**config.mk**
```make
export PLATFORM = sky130hd
export DESIGN_NAME = ldu_addr_pipeline
export DESIGN_NICKNAME = d
export VERILOG_FILES = /design/src/ldu_pkg.sv /design/src/ldu_operand_stage.sv /design/src/ldu_addr_gen.sv /design/src/ldu_req_stage.sv /design/src/ldu_addr_pipeline.sv
export SDC_FILE = /design/constraint.sdc
export NUM_CORES = 1
export LEC_CHECK = 0
export BUFFER_PORTS_ARGS = -buffer_cell sky130_fd_sc_hd__buf_2
export CORE_MARGIN = 3
export CORE_UTILIZATION = 45
export CTS_CLUSTER_DIAMETER = 60
export DETAILED_ROUTE_END_ITERATION = 10
export PLACE_DENSITY_LB_ADDON = 0.1
export SLEW_MARGIN = 10
export SYNTH_ARGS = -nofsm -noshare
export SYNTH_HDL_FRONTEND = slang
export SYNTH_HIERARCHICAL = 1
export SYNTH_SLANG_ARGS = --single-unit
```
**constraint.sdc**
```tcl
create_clock -name CLK -period 9.5 [get_ports CLK]
set_input_delay 0.95 -clock CLK [delete_from_list [all_inputs] [get_ports CLK]]
set_output_delay 0.95 -clock CLK [all_outputs]
set_load 0.05 [all_outputs]
```
**src/ldu_pkg.sv**
```systemverilog
// --------------------------------------
// ldu_pkg
// widths, vector types, records and the
// request FSM encoding shared by the load
// unit address stage
// --------------------------------------
package ldu_pkg;

	// --------------------------------------
	// sizes

	// register file banks on the forward bus
	localparam int PRF_BANK_COUNT = 4;
	localparam int LOG_PRF_BANK_COUNT = $clog2(PRF_BANK_COUNT);

	// load completion queue
	localparam int LDU_CQ_ENTRIES = 16;
	localparam int LOG_LDU_CQ_ENTRIES = $clog2(LDU_CQ_ENTRIES);

	// 4 KiB pages
	localparam int VPN_WIDTH = 20;
	localparam int PO_WIDTH = 12;

	// 32-byte lines interleaved over two banks
	localparam int DCACHE_BANK_BIT = 5;

	// access size in op[1:0]
	localparam logic [1:0] LDU_SIZE_BYTE = 2'b00;
	localparam logic [1:0] LDU_SIZE_HALF = 2'b01;
	localparam logic [1:0] LDU_SIZE_WORD = 2'b10;

	// --------------------------------------
	// vector types

	typedef logic [31:0] vaddr_t;
	typedef logic [31:0] word_t;
	// bit 2 set for unsigned loads
	typedef logic [3:0] ldu_op_t;
	typedef logic [11:0] imm12_t;
	typedef logic [LOG_PRF_BANK_COUNT-1:0] prf_bank_t;
	typedef logic [LOG_LDU_CQ_ENTRIES-1:0] cq_index_t;
	typedef logic [VPN_WIDTH-1:0] vpn_t;
	// page offset minus byte-in-word bits
	typedef logic [PO_WIDTH-3:0] po_word_t;
	typedef logic [3:0] byte_mask_t;

	// --------------------------------------
	// records

	// load from the issue queue
	typedef struct packed {
		logic valid;
		ldu_op_t op;
		imm12_t imm12;
		logic A_forward;
		logic A_is_zero;
		prf_bank_t A_bank;
		cq_index_t cq_index;
	} ldu_issue_t;

	// generated address on its way to the request stage
	typedef struct packed {
		logic valid;
		vaddr_t vaddr;
		ldu_op_t op;
		cq_index_t cq_index;
	} ldu_addr_t;

	// request to a data cache bank
	typedef struct packed {
		logic is_mq;
		logic misaligned;
		vpn_t vpn;
		po_word_t po_word;
		byte_mask_t byte_mask;
		cq_index_t cq_index;
	} ldu_req_t;

	typedef enum logic [1:0] {
		REQ_IDLE,
		REQ_FIRST,
		REQ_SECOND
	} req_state_t;

endpackage

```
**src/ldu_operand_stage.sv**
```systemverilog
// --------------------------------------
// ldu_operand_stage
// holds one issued load and gathers base
// operand A from zero, the forward bus or
// a register read response
// --------------------------------------
`timescale 1ns/1ps

module ldu_operand_stage (
	input logic CLK,
	input logic nRST,

	// issue queue side
	input ldu_pkg::ldu_issue_t issue,
	output logic issue_ready,

	// register file side
	input logic A_reg_read_resp_valid,
	input ldu_pkg::word_t A_reg_read_resp_data,
	input ldu_pkg::word_t [ldu_pkg::PRF_BANK_COUNT-1:0] forward_data_by_bank,

	// to address generation
	output logic operand_valid,
	output ldu_pkg::word_t operand_A,
	output ldu_pkg::ldu_op_t operand_op,
	output ldu_pkg::imm12_t operand_imm12,
	output ldu_pkg::cq_index_t operand_cq_index,
	input logic addr_ready
);

	// control
	logic held_valid;
	logic a_present;
	logic fwd_pending;

	// held payload
	ldu_pkg::ldu_op_t op_q;
	ldu_pkg::imm12_t imm12_q;
	ldu_pkg::prf_bank_t bank_q;
	ldu_pkg::cq_index_t cq_index_q;
	ldu_pkg::word_t a_q;

	logic issue_fire;
	logic operand_fire;
	logic a_capture;

	// operand is usable once present, on the forward cycle or on the response strobe
	assign operand_valid = held_valid & (a_present | fwd_pending | A_reg_read_resp_valid);
	assign operand_fire = operand_valid & addr_ready;

	// full and stuck means no new issue
	assign issue_ready = ~held_valid | operand_fire;
	assign issue_fire = issue.valid & issue_ready;

	// keep the operand when it shows up but cannot move on yet
	assign a_capture = operand_valid & ~a_present & ~addr_ready;

	always_comb begin
		if (a_present) begin
			operand_A = a_q;
		end else if (fwd_pending) begin
			operand_A = forward_data_by_bank[bank_q];
		end else begin
			operand_A = A_reg_read_resp_data;
		end
	end

	assign operand_op = op_q;
	assign operand_imm12 = imm12_q;
	assign operand_cq_index = cq_index_q;

	always_ff @(posedge CLK, negedge nRST) begin
		if (!nRST) begin
			held_valid <= 1'b0;
			a_present <= 1'b0;
			fwd_pending <= 1'b0;
		end else if (issue_fire) begin
			held_valid <= 1'b1;
			a_present <= issue.A_is_zero;
			// forward bus is only good for one cycle
			fwd_pending <= issue.A_forward & ~issue.A_is_zero;
		end else if (operand_fire) begin
			held_valid <= 1'b0;
			a_present <= 1'b0;
			fwd_pending <= 1'b0;
		end else if (a_capture) begin
			a_present <= 1'b1;
			fwd_pending <= 1'b0;
		end
	end

	always_ff @(posedge CLK) begin
		if (issue_fire) begin
			op_q <= issue.op;
			imm12_q <= issue.imm12;
			bank_q <= issue.A_bank;
			cq_index_q <= issue.cq_index;
			a_q <= '0;
		end else if (a_capture) begin
			a_q <= operand_A;
		end
	end

	// a register response is only legal for a load still waiting on it
	a_resp_expected: assert property (@(posedge CLK) disable iff (!nRST)
		A_reg_read_resp_valid |-> (held_valid && !a_present && !fwd_pending));

endmodule

```
**src/ldu_addr_gen.sv**
```systemverilog
// --------------------------------------
// ldu_addr_gen
// virtual address = operand A plus the
// sign-extended immediate, registered
// --------------------------------------
`timescale 1ns/1ps

module ldu_addr_gen (
	input logic CLK,
	input logic nRST,

	// from the operand stage
	input logic operand_valid,
	input ldu_pkg::word_t operand_A,
	input ldu_pkg::ldu_op_t operand_op,
	input ldu_pkg::imm12_t operand_imm12,
	input ldu_pkg::cq_index_t operand_cq_index,
	output logic addr_ready,

	// to the request stage
	output ldu_pkg::ldu_addr_t addr,
	input logic accept
);

	logic valid_q;
	ldu_pkg::vaddr_t vaddr_q;
	ldu_pkg::ldu_op_t op_q;
	ldu_pkg::cq_index_t cq_index_q;

	ldu_pkg::vaddr_t imm_sext;
	ldu_pkg::vaddr_t vaddr_sum;

	// --------------------------------------
	// address add

	assign imm_sext = {{20{operand_imm12[11]}}, operand_imm12};
	assign vaddr_sum = operand_A + imm_sext;

	// register moves when empty or when its record leaves
	assign addr_ready = ~valid_q | accept;

	// --------------------------------------
	// pipeline register

	always_ff @(posedge CLK, negedge nRST) begin
		if (!nRST) begin
			valid_q <= 1'b0;
		end else if (addr_ready) begin
			valid_q <= operand_valid;
		end
	end

	always_ff @(posedge CLK) begin
		if (addr_ready && operand_valid) begin
			vaddr_q <= vaddr_sum;
			op_q <= operand_op;
			cq_index_q <= operand_cq_index;
		end
	end

	always_comb begin
		addr.valid = valid_q;
		addr.vaddr = vaddr_q;
		addr.op = op_q;
		addr.cq_index = cq_index_q;
	end

	// a record waiting on the request stage must not move
	addr_held_stable: assert property (@(posedge CLK) disable iff (!nRST)
		(addr.valid && !accept) |=> (addr.valid && $stable(addr)));

endmodule

```
**src/ldu_req_stage.sv**
```systemverilog
// --------------------------------------
// ldu_req_stage
// forms the byte mask, bank select and
// misaligned split and holds each request
// until its cache bank is early-ready
// --------------------------------------
`timescale 1ns/1ps

module ldu_req_stage (
	input logic CLK,
	input logic nRST,

	// from address generation
	input ldu_pkg::ldu_addr_t addr,
	output logic accept,

	// to the data cache
	output logic REQ_bank0_valid,
	output logic REQ_bank1_valid,
	output ldu_pkg::ldu_req_t req,
	input logic REQ_bank0_early_ready,
	input logic REQ_bank1_early_ready
);

	ldu_pkg::req_state_t state;
	ldu_pkg::req_state_t state_next;

	// current request and the pending second half
	ldu_pkg::ldu_req_t cur_req;
	logic cur_bank;
	ldu_pkg::ldu_req_t sec_req;
	logic sec_bank;

	// decode of the incoming address
	logic [3:0] size_mask;
	logic [7:0] mask_shifted;
	logic in_misaligned;
	ldu_pkg::vaddr_t next_vaddr;
	ldu_pkg::ldu_req_t in_first;
	ldu_pkg::ldu_req_t in_second;

	logic busy;
	logic done;
	logic load_new;

	// --------------------------------------
	// mask and split decode

	always_comb begin
		case (addr.op[1:0])
			ldu_pkg::LDU_SIZE_BYTE: size_mask = 4'b0001;
			ldu_pkg::LDU_SIZE_HALF: size_mask = 4'b0011;
			default: size_mask = 4'b1111;
		endcase
	end

	// bytes pushed past bit 3 belong to the next word
	assign mask_shifted = {4'b0000, size_mask} << addr.vaddr[1:0];
	assign in_misaligned = |mask_shifted[7:4];
	assign next_vaddr = {addr.vaddr[31:2] + 30'd1, 2'b00};

	always_comb begin
		in_first.is_mq = 1'b0;
		in_first.misaligned = in_misaligned;
		in_first.vpn = addr.vaddr[31:ldu_pkg::PO_WIDTH];
		in_first.po_word = addr.vaddr[ldu_pkg::PO_WIDTH-1:2];
		in_first.byte_mask = mask_shifted[3:0];
		in_first.cq_index = addr.cq_index;

		in_second.is_mq = 1'b1;
		in_second.misaligned = 1'b0;
		in_second.vpn = next_vaddr[31:ldu_pkg::PO_WIDTH];
		in_second.po_word = next_vaddr[ldu_pkg::PO_WIDTH-1:2];
		in_second.byte_mask = mask_shifted[7:4];
		in_second.cq_index = addr.cq_index;
	end

	// --------------------------------------
	// request FSM

	assign busy = (state != ldu_pkg::REQ_IDLE);
	assign REQ_bank0_valid = busy & ~cur_bank;
	assign REQ_bank1_valid = busy & cur_bank;
	assign req = cur_req;

	assign done = (REQ_bank0_valid & REQ_bank0_early_ready)
		| (REQ_bank1_valid & REQ_bank1_early_ready);

	// free unless a second half still has to go out
	assign accept = ~busy | (done & ~(state == ldu_pkg::REQ_FIRST && cur_req.misaligned));
	assign load_new = accept & addr.valid;

	always_comb begin
		state_next = state;
		case (state)
			ldu_pkg::REQ_IDLE: begin
				if (load_new) state_next = ldu_pkg::REQ_FIRST;
			end
			ldu_pkg::REQ_FIRST: begin
				if (done && cur_req.misaligned) state_next = ldu_pkg::REQ_SECOND;
				else if (done && !load_new) state_next = ldu_pkg::REQ_IDLE;
			end
			ldu_pkg::REQ_SECOND: begin
				if (done) begin
					state_next = load_new ? ldu_pkg::REQ_FIRST : ldu_pkg::REQ_IDLE;
				end
			end
			default: state_next = ldu_pkg::REQ_IDLE;
		endcase
	end

	always_ff @(posedge CLK, negedge nRST) begin
		if (!nRST) begin
			state <= ldu_pkg::REQ_IDLE;
		end else begin
			state <= state_next;
		end
	end

	always_ff @(posedge CLK) begin
		if (load_new) begin
			cur_req <= in_first;
			cur_bank <= addr.vaddr[ldu_pkg::DCACHE_BANK_BIT];
			sec_req <= in_second;
			sec_bank <= next_vaddr[ldu_pkg::DCACHE_BANK_BIT];
		end else if (state == ldu_pkg::REQ_FIRST && done && cur_req.misaligned) begin
			// second half takes over and may switch bank
			cur_req <= sec_req;
			cur_bank <= sec_bank;
		end
	end

	// --------------------------------------
	// checks

	// one bank at a time, the one named by address bit 5 of the request on the bus
	one_bank_at_a_time: assert property (@(posedge CLK) disable iff (!nRST)
		!(REQ_bank0_valid && REQ_bank1_valid)
		&& (!busy || (REQ_bank1_valid == req.po_word[ldu_pkg::DCACHE_BANK_BIT-2])));

	// stalled request keeps its bank and its fields
	req_stable_while_waiting: assert property (@(posedge CLK) disable iff (!nRST)
		(busy && !done) |=> ($stable(req) && $stable(REQ_bank0_valid)
			&& $stable(REQ_bank1_valid)));

endmodule

```
**src/ldu_addr_pipeline.sv**
```systemverilog
// --------------------------------------
// ldu_addr_pipeline
// load address stage from operand gather
// through the address add to the data
// cache request
// --------------------------------------
`timescale 1ns/1ps

module ldu_addr_pipeline (
	input logic CLK,
	input logic nRST,

	// issue queue
	input ldu_pkg::ldu_issue_t issue,
	output logic issue_ready,

	// register file
	input logic A_reg_read_resp_valid,
	input ldu_pkg::word_t A_reg_read_resp_data,
	input ldu_pkg::word_t [ldu_pkg::PRF_BANK_COUNT-1:0] forward_data_by_bank,

	// data cache banks
	output logic REQ_bank0_valid,
	output logic REQ_bank1_valid,
	output ldu_pkg::ldu_req_t req,
	input logic REQ_bank0_early_ready,
	input logic REQ_bank1_early_ready
);

	// operand stage to address generation
	logic operand_valid;
	ldu_pkg::word_t operand_A;
	ldu_pkg::ldu_op_t operand_op;
	ldu_pkg::imm12_t operand_imm12;
	ldu_pkg::cq_index_t operand_cq_index;
	logic addr_ready;

	// address generation to request stage
	ldu_pkg::ldu_addr_t addr;
	logic accept;

	ldu_operand_stage u_operand_stage (
		.CLK(CLK),
		.nRST(nRST),
		.issue(issue),
		.issue_ready(issue_ready),
		.A_reg_read_resp_valid(A_reg_read_resp_valid),
		.A_reg_read_resp_data(A_reg_read_resp_data),
		.forward_data_by_bank(forward_data_by_bank),
		.operand_valid(operand_valid),
		.operand_A(operand_A),
		.operand_op(operand_op),
		.operand_imm12(operand_imm12),
		.operand_cq_index(operand_cq_index),
		.addr_ready(addr_ready)
	);

	ldu_addr_gen u_addr_gen (
		.CLK(CLK),
		.nRST(nRST),
		.operand_valid(operand_valid),
		.operand_A(operand_A),
		.operand_op(operand_op),
		.operand_imm12(operand_imm12),
		.operand_cq_index(operand_cq_index),
		.addr_ready(addr_ready),
		.addr(addr),
		.accept(accept)
	);

	ldu_req_stage u_req_stage (
		.CLK(CLK),
		.nRST(nRST),
		.addr(addr),
		.accept(accept),
		.REQ_bank0_valid(REQ_bank0_valid),
		.REQ_bank1_valid(REQ_bank1_valid),
		.req(req),
		.REQ_bank0_early_ready(REQ_bank0_early_ready),
		.REQ_bank1_early_ready(REQ_bank1_early_ready)
	);

endmodule

```
==> results_dict.tcl <==
set metrics [dict create \
    routed_wl_mm 23.7 \
    via_density_per_instance 5.53 \
    syn-instance-count 891 \
    worstPathMaxFanout 69 \
    number_of_nets_at_the_end_of_the_flow 1313 \
    final_antenna_diode_count 0 \
    dr_total_vias 7643 \
    maxCapViolations 0 \
    ys.warnings.count 6 \
    gp_congestion 0.876 \
    timing.final.crit_share_pct 48.2 \
    critical_path_arrival_ns 4.75 \
    final.fill_count 1996 \
    routed_wire_length_per_instance_um 17.1 \
    timing.final.max_slew_violations 0 \
    maxUsedRoutingLayer "met5" \
    drtAntennaViolNets 0 \
    syn_area_mm2 0.0103 \
    cts_root_buf "sky130_fd_sc_hd__clkbuf_16" \
    grt_start_max_net_pins 70 \
    ctsLongestPathBuffers 2 \
    met3_wirelength_mm 1.41 \
    critical_path_required_ns 9.67 \
    layout-drive-gt1-share_pct 35.5 \
    worst_slack_ns 4.92 \
    htree_num_levels 4 \
    flow.area_growth_from_synthesis_pct 18.2 \
    routedLengthMet1_mm 11.5 \
    clock_skew_ns 0.0145 \
    regArea_mm2 0.00484 \
    worst-setup-path-type "flip-flop to flip-flop" \
    finalSetupViolations 0 \
    critPathLaunchType "flip-flop" \
    die_height_um 157 \
    first_global_vias 7363 \
    finalCriticalPeriod_ns 4.58 \
    hold_path.class "input port to async pin" \
    worstSetupStartpoint "u_operand_stage/fwd_pending" \
    place.port_buffers 230 \
    globalRouteTotalUtil_pct 19.2 \
    buffer_count_from_post_cts_setup_fixing 0 \
    detail_route.drc_violations 0 \
    end_kind "flip-flop" \
    slew_of_the_pin_with_the_lowest_slew_margin_ns 1.18 \
    tritoncts_num_sinks 173 \
    cts_inserted_buffers 17 \
    timing.setup.tns_ns 0 \
    cts_hold_buf 0 \
    max_freq_mhz 218 \
    initial_core_util_pct 46.6 \
    detailed_place_hpwl_mm 17.3 \
    r2r-start "u_operand_stage/fwd_pending" \
    drt_iter0_markers 361 \
    synthesis.area_per_instance_um2 11.6 \
    multiInputGateArea_mm2 0.00515 \
    global_route.overflow_total 0 \
    cts_resized 0 \
    number_of_nets_produced_by_synthesis 1114 \
    detailedRoute.firstPassIterationCount 5 \
    place_worst_setup_slack_ns 4.99 \
    outcome "complete, no violations" \
    antenna_found_initial 1 \
    chipWidth_um 157 \
    rsz0062_at_grt "no" \
    design.portCount 233 \
    power.density_mw_per_mm2 378 \
    tritoncts "yes" \
    grt_pass1_wl_mm 38.1 \
    floorplan.core_area_mm2 0.0222 \
    worst_setup_hold_path_clk_slew_ns 0.08 \
    hold_viol_final 0 \
    floorplan.rows 54 \
    die_area_mm2 0.0248 \
    worst_skew_pair_latency_ns 0.43 \
    max-slew-margin-rel_pct 20.9 \
    vdd.ir_drop.worst_v 0.000166 \
    power_leakage_nw 4.90 \
    met2_length_mm 10.6 \
]
==> state kept, by name, summed over array words and instances, names as in the netlist <==
signal	flops
u_operand_stage/fwd_pending	1
u_operand_stage/bank_q	2
u_operand_stage/operand_cq_index	4
u_req_stage/req	40
u_operand_stage/operand_imm12	12
u_addr_gen/vaddr_q	32
u_addr_gen/op_q	2
u_addr_gen/cq_index_q	4
u_operand_stage/operand_op	2
u_req_stage/state	2
u_req_stage/sec_req	37
u_operand_stage/held_valid	1
u_addr_gen/valid_q	1
u_operand_stage/a_present	1
u_operand_stage/a_q	32
==> final cells by class <==
cell class / instances / share of cell area (%)
clock buffer: 17 / 3.49
tap: 280 / 2.87
clock inverter: 15 / 1.58
multi-input combinational: 650 / 42.2
sequential: 173 / 39.6
timing repair buffer: 237 / 9.87
inverter: 11 / 0.338
==> stage by stage <==
step                area, µm²  cells  hold WS [ns]  power, W  util, %
CTS                     12200   1383         0.340   0.00465     55.1
floorplan               10300    891         0.400   0.00344        -
finish                  12200   1383         0.350   0.00461     55.1
global route            12200   1383         0.338   0.00492     55.1
detailed placement      11600   1351         0.405   0.00391     52.3
global placement        11600   1351         0.400   0.00388     52.3
==> layer usage <==
layer,vias up,track usage (%)
li1,3853,-
met1,3537,28.6
met2,231,29.0
met3,20,3.93
met4,2,3.93
met5,-,0
==> layout by cell type (no fill, tap or decap), types with 7 or more instances in the layout <==
master	instances
sky130_fd_sc_hd__a21oi_1	34
sky130_fd_sc_hd__xor2_1	21
sky130_fd_sc_hd__o31ai_1	29
sky130_fd_sc_hd__nor3_1	9
sky130_fd_sc_hd__buf_4	7
sky130_fd_sc_hd__inv_1	10
sky130_fd_sc_hd__o2bb2ai_1	29
sky130_fd_sc_hd__nor2_1	55
sky130_fd_sc_hd__clkbuf_16	17
sky130_fd_sc_hd__nor2b_1	9
sky130_fd_sc_hd__xnor2_1	35
sky130_fd_sc_hd__mux2_2	60
sky130_fd_sc_hd__mux2i_1	9
sky130_fd_sc_hd__nand2b_1	7
sky130_fd_sc_hd__nand2_1	64
sky130_fd_sc_hd__a21o_1	20
sky130_fd_sc_hd__o221ai_1	31
sky130_fd_sc_hd__and3_1	7
sky130_fd_sc_hd__nand3_1	22
sky130_fd_sc_hd__buf_2	230
sky130_fd_sc_hd__mux2_4	37
sky130_fd_sc_hd__o21ai_0	12
sky130_fd_sc_hd__o21ai_1	8
sky130_fd_sc_hd__ha_1	32
sky130_fd_sc_hd__nand4_1	15
sky130_fd_sc_hd__edfxtp_1	134
sky130_fd_sc_hd__o22ai_1	31
sky130_fd_sc_hd__dfxtp_1	33
==> worst max-delay path, stage by stage (launching register included) <==
cell and delay (ns):
sky130_fd_sc_hd__dfrtp_2 0.35, sky130_fd_sc_hd__buf_4 0.58, sky130_fd_sc_hd__nand2b_2 0.49, sky130_fd_sc_hd__buf_4 0.37
sky130_fd_sc_hd__o22ai_1 0.21, sky130_fd_sc_hd__o31ai_1 0.12, sky130_fd_sc_hd__ha_1 0.28, sky130_fd_sc_hd__fa_1 0.41
sky130_fd_sc_hd__a21o_1 0.22, sky130_fd_sc_hd__a31o_1 0.28, sky130_fd_sc_hd__nand2_1 0.09, sky130_fd_sc_hd__o221ai_1 0.25
sky130_fd_sc_hd__a311oi_1 0.39, sky130_fd_sc_hd__o21bai_1 0.12, sky130_fd_sc_hd__xor2_1 0.14
==> where the power goes <==
| part | internal, W | total (W) | switching (W) |
|---|---|---|---|
| combinational | 0.000889 | 0.00230 | 0.00141 |
| clock | 0.000383 | 0.000718 | 0.000335 |
| sequential | 0.00138 | 0.00159 | 0.000211 |
==> path summary, 6_finish.rpt <==
check	slack (ns)	depth (start not counted)	to
hold reg to reg	0.42	0	u_addr_gen/op_q[0]
setup / recovery	4.92	14	u_addr_gen/vaddr_q[26]
min in group CLK	0.42	0	u_addr_gen/op_q[0]
hold / removal	0.35	1	u_operand_stage/fwd_pending
max in group asynchronous	8.96	1	u_addr_gen/valid_q
setup reg to reg	4.92	14	u_addr_gen/vaddr_q[26]
(Power assumes the default switching activity.)
